## src/verilog/cpu_pkg.sv

```systemverilog
`default_nettype none

// ****************************************
// Widths and types shared by the back end.
// ****************************************

package cpu_pkg;

    // Program counter and branch target width.
    localparam int pc_width = 6;

    // Register number width.
    localparam int reg_width = 5;

    // Operand and result width.
    localparam int data_width = 8;

    // The data memory holds 64 bytes.
    localparam int mem_addr_width = 6;

    typedef logic [pc_width-1:0] pc_t;

    typedef logic [reg_width-1:0] reg_num_t;

    typedef logic [data_width-1:0] data_t;

    // ALU operations selected by the decoder.
    typedef enum logic [2:0] {
        alu_add = 3'd0,
        alu_sub = 3'd1,
        alu_and = 3'd2,
        alu_or  = 3'd3,
        alu_slt = 3'd4
    } alu_op_t;

endpackage

`default_nettype wire

```

## src/verilog/ex_mem_if.sv

```systemverilog
`timescale 1ns/1ns
`default_nettype none

// Signal group between the execute stage and the memory stage.
interface ex_mem_if import cpu_pkg::*; ();

    logic     reg_write;
    logic     mem_to_reg;
    logic     mem_read;
    logic     mem_write;
    logic     branch;
    pc_t      branch_address;
    logic     zero;
    data_t    alu_result;
    data_t    store_data;
    reg_num_t dest_reg;

    modport producer (
        output reg_write,
        output mem_to_reg,
        output mem_read,
        output mem_write,
        output branch,
        output branch_address,
        output zero,
        output alu_result,
        output store_data,
        output dest_reg
    );

    modport consumer (
        input reg_write,
        input mem_to_reg,
        input mem_read,
        input mem_write,
        input branch,
        input branch_address,
        input zero,
        input alu_result,
        input store_data,
        input dest_reg
    );

endinterface

`default_nettype wire

```

## src/verilog/backend_top.sv

```systemverilog
`timescale 1ns/1ns
`default_nettype none

module backend_top import cpu_pkg::*; (
    input  logic     i_clock,
    input  logic     rst_n,
    input  logic     ex_reg_write,
    input  logic     ex_mem_to_reg,
    input  logic     ex_mem_read,
    input  logic     ex_mem_write,
    input  logic     ex_branch,
    input  alu_op_t  ex_alu_op,
    input  pc_t      ex_pc_next,
    input  pc_t      ex_branch_offset,
    input  data_t    ex_operand_a,
    input  data_t    ex_operand_b,
    input  data_t    ex_store_data,
    input  reg_num_t ex_dest_reg,
    output logic     branch_taken,
    output pc_t      branch_target,
    output logic     wb_reg_write,
    output reg_num_t wb_dest_reg,
    output data_t    wb_data
);

    data_t load_data;

    ex_mem_if ex_bus ();
    ex_mem_if mem_bus ();

    // ****************************************
    // Pipeline stages
    // ****************************************

    execute_stage u_execute_stage (
        .reg_write     (ex_reg_write),
        .mem_to_reg    (ex_mem_to_reg),
        .mem_read      (ex_mem_read),
        .mem_write     (ex_mem_write),
        .branch        (ex_branch),
        .alu_op        (ex_alu_op),
        .pc_next       (ex_pc_next),
        .branch_offset (ex_branch_offset),
        .operand_a     (ex_operand_a),
        .operand_b     (ex_operand_b),
        .store_data    (ex_store_data),
        .dest_reg      (ex_dest_reg),
        .ex_bus        (ex_bus.producer)
    );

    ex_mem_reg u_ex_mem_reg (
        .i_clock (i_clock),
        .rst_n   (rst_n),
        .ex_bus  (ex_bus.consumer),
        .mem_bus (mem_bus.producer)
    );

    memory_stage u_memory_stage (
        .i_clock       (i_clock),
        .mem_bus       (mem_bus.consumer),
        .load_data     (load_data),
        .branch_taken  (branch_taken),
        .branch_target (branch_target)
    );

    writeback_stage u_writeback_stage (
        .i_clock      (i_clock),
        .rst_n        (rst_n),
        .mem_bus      (mem_bus.consumer),
        .load_data    (load_data),
        .wb_reg_write (wb_reg_write),
        .wb_dest_reg  (wb_dest_reg),
        .wb_data      (wb_data)
    );

endmodule

`default_nettype wire

```

## src/verilog/ex_mem_reg.sv

```systemverilog
`timescale 1ns/1ns
`default_nettype none

module ex_mem_reg import cpu_pkg::*; (
    input  logic       i_clock,
    input  logic       rst_n,
    ex_mem_if.consumer ex_bus,
    ex_mem_if.producer mem_bus
);

    logic     reg_write_q;
    logic     mem_to_reg_q;
    logic     mem_read_q;
    logic     mem_write_q;
    logic     branch_q;
    pc_t      branch_address_q;
    logic     zero_q;
    data_t    alu_result_q;
    data_t    store_data_q;
    reg_num_t dest_reg_q;

    // ****************************************
    // Control bits
    // ****************************************

    always_ff @(posedge i_clock) begin
        if (!rst_n) begin
            reg_write_q  <= 1'b0;
            mem_to_reg_q <= 1'b0;
            mem_read_q   <= 1'b0;
            mem_write_q  <= 1'b0;
            branch_q     <= 1'b0;
        end else begin
            reg_write_q  <= ex_bus.reg_write;
            mem_to_reg_q <= ex_bus.mem_to_reg;
            mem_read_q   <= ex_bus.mem_read;
            mem_write_q  <= ex_bus.mem_write;
            branch_q     <= ex_bus.branch;
        end
    end

    // ****************************************
    // Data fields
    // ****************************************

    always_ff @(posedge i_clock) begin
        branch_address_q <= ex_bus.branch_address;
        zero_q           <= ex_bus.zero;
        alu_result_q     <= ex_bus.alu_result;
        store_data_q     <= ex_bus.store_data;
        dest_reg_q       <= ex_bus.dest_reg;
    end

    assign mem_bus.reg_write      = reg_write_q;
    assign mem_bus.mem_to_reg     = mem_to_reg_q;
    assign mem_bus.mem_read       = mem_read_q;
    assign mem_bus.mem_write      = mem_write_q;
    assign mem_bus.branch         = branch_q;
    assign mem_bus.branch_address = branch_address_q;
    assign mem_bus.zero           = zero_q;
    assign mem_bus.alu_result     = alu_result_q;
    assign mem_bus.store_data     = store_data_q;
    assign mem_bus.dest_reg       = dest_reg_q;

    // An instruction is either a load or a store, never both.
    a_no_read_and_write: assert property (
        @(posedge i_clock) disable iff (!rst_n)
        !(ex_bus.mem_read && ex_bus.mem_write)
    );

endmodule

`default_nettype wire

```

## src/verilog/execute_stage.sv

```systemverilog
`timescale 1ns/1ns
`default_nettype none

module execute_stage import cpu_pkg::*; (
    input  logic       reg_write,
    input  logic       mem_to_reg,
    input  logic       mem_read,
    input  logic       mem_write,
    input  logic       branch,
    input  alu_op_t    alu_op,
    input  pc_t        pc_next,
    input  pc_t        branch_offset,
    input  data_t      operand_a,
    input  data_t      operand_b,
    input  data_t      store_data,
    input  reg_num_t   dest_reg,
    ex_mem_if.producer ex_bus
);

    data_t alu_result;
    pc_t   branch_address;

    // ****************************************
    // ALU
    // ****************************************

    always_comb begin
        case (alu_op)
            alu_add: begin
                alu_result = operand_a + operand_b;
            end
            alu_sub: begin
                alu_result = operand_a - operand_b;
            end
            alu_and: begin
                alu_result = operand_a & operand_b;
            end
            alu_or: begin
                alu_result = operand_a | operand_b;
            end
            alu_slt: begin
                // Unsigned compare, result is 1 or 0.
                alu_result = (operand_a < operand_b) ? data_t'(1) : data_t'(0);
            end
            default: begin
                alu_result = '0;
            end
        endcase
    end

    // ****************************************
    // Branch target
    // ****************************************

    // The sum wraps at the PC width, so the target is taken modulo 64.
    assign branch_address = pc_next + branch_offset;

    // Drive the EX/MEM group.
    assign ex_bus.reg_write      = reg_write;
    assign ex_bus.mem_to_reg     = mem_to_reg;
    assign ex_bus.mem_read       = mem_read;
    assign ex_bus.mem_write      = mem_write;
    assign ex_bus.branch         = branch;
    assign ex_bus.branch_address = branch_address;
    assign ex_bus.zero           = (alu_result == '0);
    assign ex_bus.alu_result     = alu_result;
    assign ex_bus.store_data     = store_data;
    assign ex_bus.dest_reg       = dest_reg;

endmodule

`default_nettype wire

```

## src/verilog/memory_stage.sv

```systemverilog
`timescale 1ns/1ns
`default_nettype none

module memory_stage import cpu_pkg::*; (
    input  logic       i_clock,
    ex_mem_if.consumer mem_bus,
    output data_t      load_data,
    output logic       branch_taken,
    output pc_t        branch_target
);

    localparam int mem_depth = 1 << mem_addr_width;

    data_t                     mem [0:mem_depth-1];
    logic [mem_addr_width-1:0] mem_addr;

    // ****************************************
    // Data memory
    // ****************************************

    // Only the low bits of the ALU result address the memory.
    assign mem_addr = mem_bus.alu_result[mem_addr_width-1:0];

    always_ff @(posedge i_clock) begin
        if (mem_bus.mem_write) begin
            mem[mem_addr] <= mem_bus.store_data;
        end
    end

    // Asynchronous read, so a load sees a store written one edge earlier.
    assign load_data = mem[mem_addr];

    // ****************************************
    // Branch decision
    // ****************************************

    // Taken when the compare in execute came out equal.
    assign branch_taken  = mem_bus.branch & mem_bus.zero;
    assign branch_target = mem_bus.branch_address;

    // Addresses computed in execute must fall inside the 64-byte memory.
    a_addr_in_range: assert property (
        @(posedge i_clock)
        (mem_bus.mem_read || mem_bus.mem_write)
            |-> (mem_bus.alu_result[data_width-1:mem_addr_width] == '0)
    );

endmodule

`default_nettype wire

```

## src/verilog/writeback_stage.sv

```systemverilog
`timescale 1ns/1ns
`default_nettype none

module writeback_stage import cpu_pkg::*; (
    input  logic       i_clock,
    input  logic       rst_n,
    ex_mem_if.consumer mem_bus,
    input  data_t      load_data,
    output logic       wb_reg_write,
    output reg_num_t   wb_dest_reg,
    output data_t      wb_data
);

    data_t wb_data_next;

    // Loads write back memory data, everything else the ALU result.
    assign wb_data_next = mem_bus.mem_to_reg ? load_data : mem_bus.alu_result;

    // ****************************************
    // MEM/WB register
    // ****************************************

    always_ff @(posedge i_clock) begin
        if (!rst_n) begin
            wb_reg_write <= 1'b0;
        end else begin
            wb_reg_write <= mem_bus.reg_write;
        end
    end

    always_ff @(posedge i_clock) begin
        wb_dest_reg <= mem_bus.dest_reg;
        wb_data     <= wb_data_next;
    end

endmodule

`default_nettype wire
```

## config.mk

```make
export PLATFORM = sky130hd
export DESIGN_NAME = backend_top
export DESIGN_NICKNAME = d
export VERILOG_FILES = /design/src/verilog/cpu_pkg.sv /design/src/verilog/ex_mem_if.sv /design/src/verilog/backend_top.sv /design/src/verilog/ex_mem_reg.sv /design/src/verilog/execute_stage.sv /design/src/verilog/memory_stage.sv /design/src/verilog/writeback_stage.sv
export SDC_FILE = /design/constraint.sdc
export NUM_CORES = 1
export LEC_CHECK = 0
export BUFFER_PORTS_ARGS = -buffer_cell sky130_fd_sc_hd__buf_4
export CAP_MARGIN = 25
export CELL_PAD_IN_SITES_DETAIL_PLACEMENT = 1
export CELL_PAD_IN_SITES_GLOBAL_PLACEMENT = 1
export CORE_UTILIZATION = 25
export DETAILED_ROUTE_END_ITERATION = 8
export MAX_ROUTING_LAYER = met4
export PLACE_DENSITY_LB_ADDON = 0.2
export SLEW_MARGIN = 20
export SYNTH_ARGS = -nofsm -noshare
export SYNTH_HDL_FRONTEND = slang
export SYNTH_SLANG_ARGS = --single-unit
```

## constraint.sdc

```tcl
create_clock -name i_clock -period 3.7 [get_ports i_clock]
set_clock_uncertainty 0.1 [all_clocks]
set_input_delay 0.74 -clock i_clock [delete_from_list [all_inputs] [get_ports i_clock]]
set_output_delay 0.74 -clock i_clock [all_outputs]
set_load 0.05 [all_outputs]
```

==> results of run 1 <==
## path summary, 6_finish.rpt
| path | to | slack (ps) | cells after the start |
|---|---|---|---|
| setup reg to reg | u_writeback_stage.wb_data[4] | 540 | 8 |
| hold reg to reg | u_writeback_stage.wb_dest_reg[2] | 230 | 0 |
| setup / recovery | u_writeback_stage.wb_data[4] | 540 | 8 |
| hold / removal | u_ex_mem_reg.mem_bus.store_data[2] | 160 | 1 |
## cells by family after synthesis
group           Yosys count  synth area share
xor+xnor                  9           0.00353
compound gates          242            0.0805
buf+inv                 113            0.0248
simple gates            208            0.0430
fa+ha+maj                34            0.0201
mux                     143            0.0979
flops                   558             0.730
## worst register-to-register path: stages, from the launching register on
cell,delay (ps)
dfxtp_4,740
buf_12,330
mux4_2,580
mux2i_1,290
o2bb2ai_1,210
nor4_1,340
buf_4,180
a41oi_1,110
buf_4,180
## routing by layer
metal	vias up	track usage
met3	79	0.0246
met1	6822	0.214
met2	261	0.249
met4	0	0.0361
met5	-	-
li1	5636	-
## cell usage in the layout, fill, tap and decap left out, types with 7 or more instances in the layout
cell / synthesis / final
nand2_1: 35 / 35
a31oi_1: 7 / 7
inv_1: 33 / 33
o21ai_0: 28 / 28
dfxtp_2: 0 / 8
edfxtp_1: 512 / 512
mux4_2: 57 / 57
a21oi_1: 26 / 26
nor2_1: 109 / 108
ha_1: 31 / 31
o22ai_1: 24 / 24
and2_1: 10 / 10
clkbuf_1: 31 / 18
clkinv_1: 0 / 9
mux2_2: 33 / 33
nand3_1: 17 / 17
a22o_1: 11 / 11
a221oi_1: 49 / 49
a22oi_1: 31 / 31
buf_4: 9 / 209
dfxtp_1: 46 / 35
mux2i_1: 53 / 53
clkinv_2: 0 / 7
clkbuf_16: 0 / 71
## cell type report
class	instances	area, sq um	area share
timing repair buffer	214	1670	0.0614
sequential	558	16300	0.600
clock buffer	96	1930	0.0711
inverter	34	128	0.00469
tap	1165	1460	0.0536
clock inverter	23	214	0.00786
multi-input combinational	636	5480	0.202
## synthesized netlist by cell type (9+ instances only)
master / number / area share
edfxtp_1: 512 / 0.69
nor2_1: 109 / 0.018
mux4_2: 57 / 0.058
mux2i_1: 53 / 0.024
a221oi_1: 49 / 0.019
dfxtp_1: 46 / 0.041
nand2_1: 35 / 0.0059
inv_1: 33 / 0.0055
mux2_2: 33 / 0.017
a22oi_1: 31 / 0.010
clkbuf_1: 31 / 0.0052
ha_1: 31 / 0.017
buf_2: 28 / 0.0063
o21ai_0: 28 / 0.0063
a21oi_1: 26 / 0.0058
o22ai_1: 24 / 0.0067
nand3_1: 17 / 0.0038
a22o_1: 11 / 0.0043
and2_1: 10 / 0.0028
buf_4: 9 / 0.0030
nor2b_1: 9 / 0.0025
## power by group through the flow
stage / clock network (mW) / logic (mW) / registers (mW)
detailed placement: 0 / 1.55 / 7.26
CTS: 6.62 / 1.56 / 7.13
finish: 6.45 / 1.53 / 7.12
global route: 6.84 / 1.64 / 7.14
floorplan: 0 / 0.811 / 7.27
global placement: 0 / 1.54 / 7.26
## metrics by stage
stage / cells / total power, mW / setup WS (ps) / utilization / instance area, sq um
after global routing: 2726 / 15.6 / 427 / 0.308 / 27200
final: 2726 / 15.1 / 539 / 0.308 / 27200
after CTS: 2726 / 15.3 / 508 / 0.308 / 27200
after floorplan: 1307 / 8.08 / 608 / - / 22300
after global placement: 2606 / 8.80 / 292 / 0.283 / 25000
after detailed placement: 2607 / 8.81 / 247 / 0.284 / 25100
==> out/qor.csv, run 1 <==
stage,metric,value,unit
clocking,ctsResizeCount,0,
setup_path,cp-end-kind,flop,
timing,max_clock_freq,316,MHz
logic_synthesis,yosysUniqueCellTypes,75,
run,max_cap_viol_count,0,
timing,finalCritPeriodShare,0.854,
setup_path,worst_path_most_repeated_cell,buf_4,
setup_path,required,4080,ps
floorplanning,die_w,301,um
worst_hold_path,hp-class,input pin to flop,
clocking,insertion_delay,610,ps
setup_path,critPathLaunchType,flop,
clocking,path_clk_slew,60,ps
detailed_routing,route.final.wire_length,68700,um
clocking,tritoncts,yes,
detailed_routing,dr_total_vias,12798,
detailed_routing,ant_nets,0,
logic_synthesis,syn_avg_cell_area,17.1,sq um
floorplanning,die_y,301,um
pwr,p_switching,3.65,mW
detailed_routing,wl_met3,2690,um
logic_synthesis,synthCells,1307,
logic_synthesis,ys_warn_count,0,
layout,n_antenna_cell,0,
layout,n_fill_cell,9214,
layout,layout-drive-gt1-share,0.272,
timing,slew_headroom,0.331,
layout,layout.nets,1596,
global_route,grt_overflow,0,
pwr,combPwrFrac,0.101,
logic_synthesis,syn-cell-area,22300,sq um
detailed_routing,drt_iter0_drc,1012,
clocking,post_cts_buffers,0,
layout,top_register,u_memory_stage.mem,
logic_synthesis,synth_flop_cell,edfxtp_1,
layout,area_delta_synth_final,21.9,%
clocking,cts_root_buffer,clkbuf_16,
detailed_routing,dr_wl_met2,32800,um
detailed_routing,wirelength_met1,32200,um
timing,tns,0,ps
detailed_routing,wire_per_inst,25.2,um
floorplanning,dieArea,90500,sq um
layout,largest_reg_flops,512,
global_route,grt_pass1_wl,99700,um
clocking,cts_buffer_depth,3,
pwr,clockPowerShare,0.427,
setup_path,crit_fanout,34,
global_route,grt_usage,0.158,
pwr,pwr_density_cell,555,nW/um^2
floorplanning,ios,72,
setup_path,cp-startpoint,u_ex_mem_reg.mem_bus.alu_result[1],
setup_path,r2r_start,u_ex_mem_reg.mem_bus.alu_result[1],
timing,tightest_slew,1000,ps
placed_design,gp_congestion,0.824,
placed_design,dp_hpwl,45300,um
pwr,p_leak,9.13,nW
timing,hold_slack,161,ps
worst_hold_path,hp-start,ex_store_data[2],
logic_synthesis,synth_fp_nets,1392,
setup_path,crit_path_top_delay_cell,dfxtp_4,
pwr,pwr-share-seq,0.472,
status,status,"finished, final reports clean",
placed_design,io_buffers,70,
global_route,antenna_found_initial,0,
logic_synthesis,synth-edff-count,512,
detailed_routing,viasPerCell,4.69,
setup_path,crit_chain,buf_12 > mux4_2 > mux2i_1 > o2bb2ai_1 > nor4_1 > buf_4 > a41oi_1 > buf_4,
floorplanning,start_util,0.253,
setup_path,path_class,flop to flop,
logic_synthesis,yosysSeqAreaShare,0.730,
clocking,htreeDepth,3,
clocking,clock_sinks,558,
pwr,swShare,0.242,
clocking,numCtsBuffers,67,
logic_synthesis,async_flop_share,0,
detailed_routing,highest_layer,met4,
global_route,grt_max_degree,50,
setup_path,max_stage_delay,740,ps
pwr,ir_worst_vdd,0.328,mV
detailed_routing,dr.pass1.iters,5,
floorplanning,num_rows,109,
logic_synthesis,synth-seq-cells,558,
setup_path,cp_top_family,multiplexers,
setup_path,cp_num_buf_inv,3,
timing,report.final.hold_viol_count,0,
timing,rsz0062_at_grt,false,
timing,drv_slew,0,
timing,finalSetupViolCount,0,
setup_path,crit_arrival,3540,ps
floorplanning,coreArea,88400,sq um
pwr,p_int,11.5,mW
global_route,grt_pass1_vias,13495,
clocking,hold_buffers,0,
detailed_routing,drc,0,
timing,period_needed,3160,ps
(Power assumes the default switching activity.)
==> run 2: changes to the inputs <==
- CORE_UTILIZATION: 25 -> 53
==> run 2 against run 1 <==
  * Non-clock buffer count is 27 lower
  * Fmax hardly changed
  * Routed wire length is 8.3% lower
  * Worst setup slack worse by 1.5 ps
  * Cell count is 25% lower
  * Sequential power hardly changed
  * Critical path type unchanged
  * Critical endpoint is now u_memory_stage.mem[6][2]
  * Largest cell class unchanged
  * Highest routed layer unchanged
==> out/qor.csv, run 2 (synthesized netlist as in run 1, its figures left out) <==
stage,metric,value,unit,change
status,status,"finished, final reports clean",,unchanged
setup_path,r2r_slack,540,ps,about the same
placed_design,io_buffers,70,,unchanged
global_route,grt_pass1_wl,92400,um,was 99700 um
placed_design,post-place-ws,282,ps,was 247 ps
timing,finalSetupViolCount,0,,unchanged
timing,rsz0062_at_grt,false,,unchanged
layout,largest_reg_flops,512,,unchanged
detailed_routing,drt_iter0_drc,1482,,was 1012
clocking,clock_sinks,558,,unchanged
timing,report.final.hold_viol_count,0,,unchanged
detailed_routing,dr_total_vias,13330,,was 12798
floorplanning,ios,72,,unchanged
worst_hold_path,worstHoldEndpoint,u_ex_mem_reg.mem_bus.dest_reg[4],,was u_ex_mem_reg.mem_bus.store_data[2]
layout,n_antenna_cell,0,,unchanged
setup_path,path_class,flop to flop,,unchanged
detailed_routing,dr.pass1.iters,5,,unchanged
clocking,htreeDepth,2,,was 3
global_route,grt_pass1_vias,13949,,was 13495
floorplanning,die_w,207,um,was 301 um
setup_path,r2r_cells,6,,was 8
pwr,ir_worst_vdd,0.415,mV,was 0.328 mV
timing,setup_ws,537,ps,was 539 ps
clocking,hold_buffers,0,,unchanged
pwr,p_leak,8.88,nW,was 9.13 nW
clocking,numCtsBuffers,55,,was 67
layout,n_fill_cell,3591,,was 9214
layout,final_cell_mix,"512 x edfxtp_1, 183 x buf_4, 109 x nor2_1, 57 x mux4_2, 55 x clkbuf_16",,"was 512 x edfxtp_1, 209 x buf_4, 108 x nor2_1, 71 x clkbuf_16, 57 x mux4_2"
timing,max_clock_freq,316,MHz,about the same
clocking,cts_root_buffer,clkbuf_16,,unchanged
clocking,tritoncts,yes,,unchanged
clocking,ctsResizeCount,0,,unchanged
timing,tns,0,ps,unchanged
detailed_routing,wire_per_inst,30.7,um,was 25.2 um
worst_hold_path,hp-start,ex_dest_reg[4],,was ex_store_data[2]
layout,layout-drive-gt1-share,0.257,,was 0.272
setup_path,cp-end-kind,flop,,unchanged
layout,multi_input_area,5470,sq um,was 5480 sq um
global_route,grt_usage,0.306,,was 0.158
clocking,cts_buffer_depth,3,,unchanged
layout,layout.nets,1557,,was 1596
detailed_routing,drc,0,,unchanged
floorplanning,num_rows,74,,was 109
pwr,pwr_density_cell,556,nW/um^2,was 555 nW/um^2
placed_design,dp_hpwl,40700,um,was 45300 um
floorplanning,dieArea,42900,sq um,was 90500 sq um
floorplanning,start_util,0.542,,was 0.253
detailed_routing,route.final.wire_length,63000,um,was 68700 um
timing,slew_headroom,0.320,,was 0.331
floorplanning,coreArea,41200,sq um,was 88400 sq um
timing,tightest_slew,1020,ps,was 1000 ps
layout,layout_commonest_cell,edfxtp_1,,unchanged
detailed_routing,viasPerCell,6.50,,was 4.69
clocking,post_cts_buffers,0,,unchanged
timing,period_needed,3160,ps,about the same
setup_path,crit_arrival,3360,ps,was 3540 ps
setup_path,r2r_start,u_ex_mem_reg.mem_bus.alu_result[1],,unchanged
floorplanning,die_y,207,um,was 301 um
worst_hold_path,hp-class,input pin to flop,,unchanged
worst_hold_path,min_path_cells,1,,unchanged
timing,drv_slew,0,,unchanged
placed_design,gp_congestion,0.930,,was 0.824
clocking,path_clk_slew,60,ps,about the same
layout,seqCellArea,16300,sq um,about the same
layout,top_register,u_memory_stage.mem,,unchanged
run,max_cap_viol_count,0,,unchanged
setup_path,crit_fanout,31,,was 34
global_route,antenna_found_initial,0,,unchanged
layout,area_delta_synth_final,16.2,%,was 21.9%
timing,hold_slack,126,ps,was 161 ps
setup_path,required,3900,ps,was 4080 ps
global_route,grt_max_degree,65,,was 50
detailed_routing,ant_nets,0,,unchanged
layout,fin_cells,2051,,was 2726
placed_design,dpl.cell_count,1947,,was 2607
setup_path,timing.rr.end,u_memory_stage.mem[6][2],,was u_writeback_stage.wb_data[4]
setup_path,critPathLaunchType,flop,,unchanged
timing,finalCritPeriodShare,0.855,,was 0.854
clocking,insertion_delay,610,ps,about the same
global_route,grt_overflow,0,,unchanged
## run 2: cell types whose count changed in the layout (fill, tap and decap cells not counted), moves of 4 or more
cell | before | now
clkbuf_1 | 18 | 8
clkbuf_8 | 6 | 10
nor2b_2 | 4 | 0
nor2b_1 | 5 | 9
buf_4 | 209 | 183
clkinv_2 | 7 | 12
clkbuf_16 | 71 | 55
## run 2: area by class of cell
| class | instances | share of cell area |
|---|---|---|
| clock buffer | 73 | 0.0595 |
| timing repair buffer | 187 | 0.0564 |
| clock inverter | 31 | 0.0131 |
| multi-input combinational | 636 | 0.211 |
| tap | 532 | 0.0257 |
| sequential | 558 | 0.629 |
| inverter | 34 | 0.00492 |
## run 2: critical path, cell delays in order, from the launching register on
cell,delay (ps)
dfxtp_4,720
buf_4,350
nor2b_1,240
buf_4,290
nand3_1,550
nor2_1,310
buf_4,250
## run 2: metal layers
layer | vias up | part of all wire | GRT usage | routed length, um
li1 | 5549 | - | - | -
met1 | 6939 | 0.40 | 0.411 | 25200
met2 | 699 | 0.48 | 0.481 | 30500
met3 | 143 | 0.080 | 0.0437 | 5030
met4 | 0 | 0.036 | 0.112 | 2250
met5 | - | 0 | - | 0
## run 2: worst max path at each step
stage	from	endpoint	slack, ps	depth (start not counted)
after global routing	u_ex_mem_reg.mem_bus.alu_result[0]	u_memory_stage.mem[37][6]	430	4
final	u_ex_mem_reg.mem_bus.alu_result[1]	u_memory_stage.mem[6][2]	540	6
after CTS	u_ex_mem_reg.mem_bus.alu_result[0]	u_writeback_stage.wb_data[2]	590	7
after global placement	ex_operand_a[0]	u_ex_mem_reg.mem_bus.zero	380	10
after detailed placement	ex_operand_a[0]	u_ex_mem_reg.mem_bus.zero	280	10
after floorplan	ex_operand_a[0]	u_ex_mem_reg.mem_bus.zero	610	9
## run 2: per-stage QoR
| stage | power, mW | util | instance area, sq um |
|---|---|---|---|
| floorplan | 8.08 | - | 22300 |
| global placement | 8.64 | 0.583 | 24000 |
| detailed placement | 8.69 | 0.584 | 24000 |
| CTS | 14.4 | 0.629 | 25900 |
| global route | 14.7 | 0.629 | 25900 |
| finish | 14.4 | 0.629 | 25900 |
## run 2: power by group
part | switching, mW | leakage, nW | internal, mW
registers | 0.156 | 4.99 | 6.97
clock network | 2.40 | 0.937 | 3.42
logic | 0.919 | 2.95 | 0.551
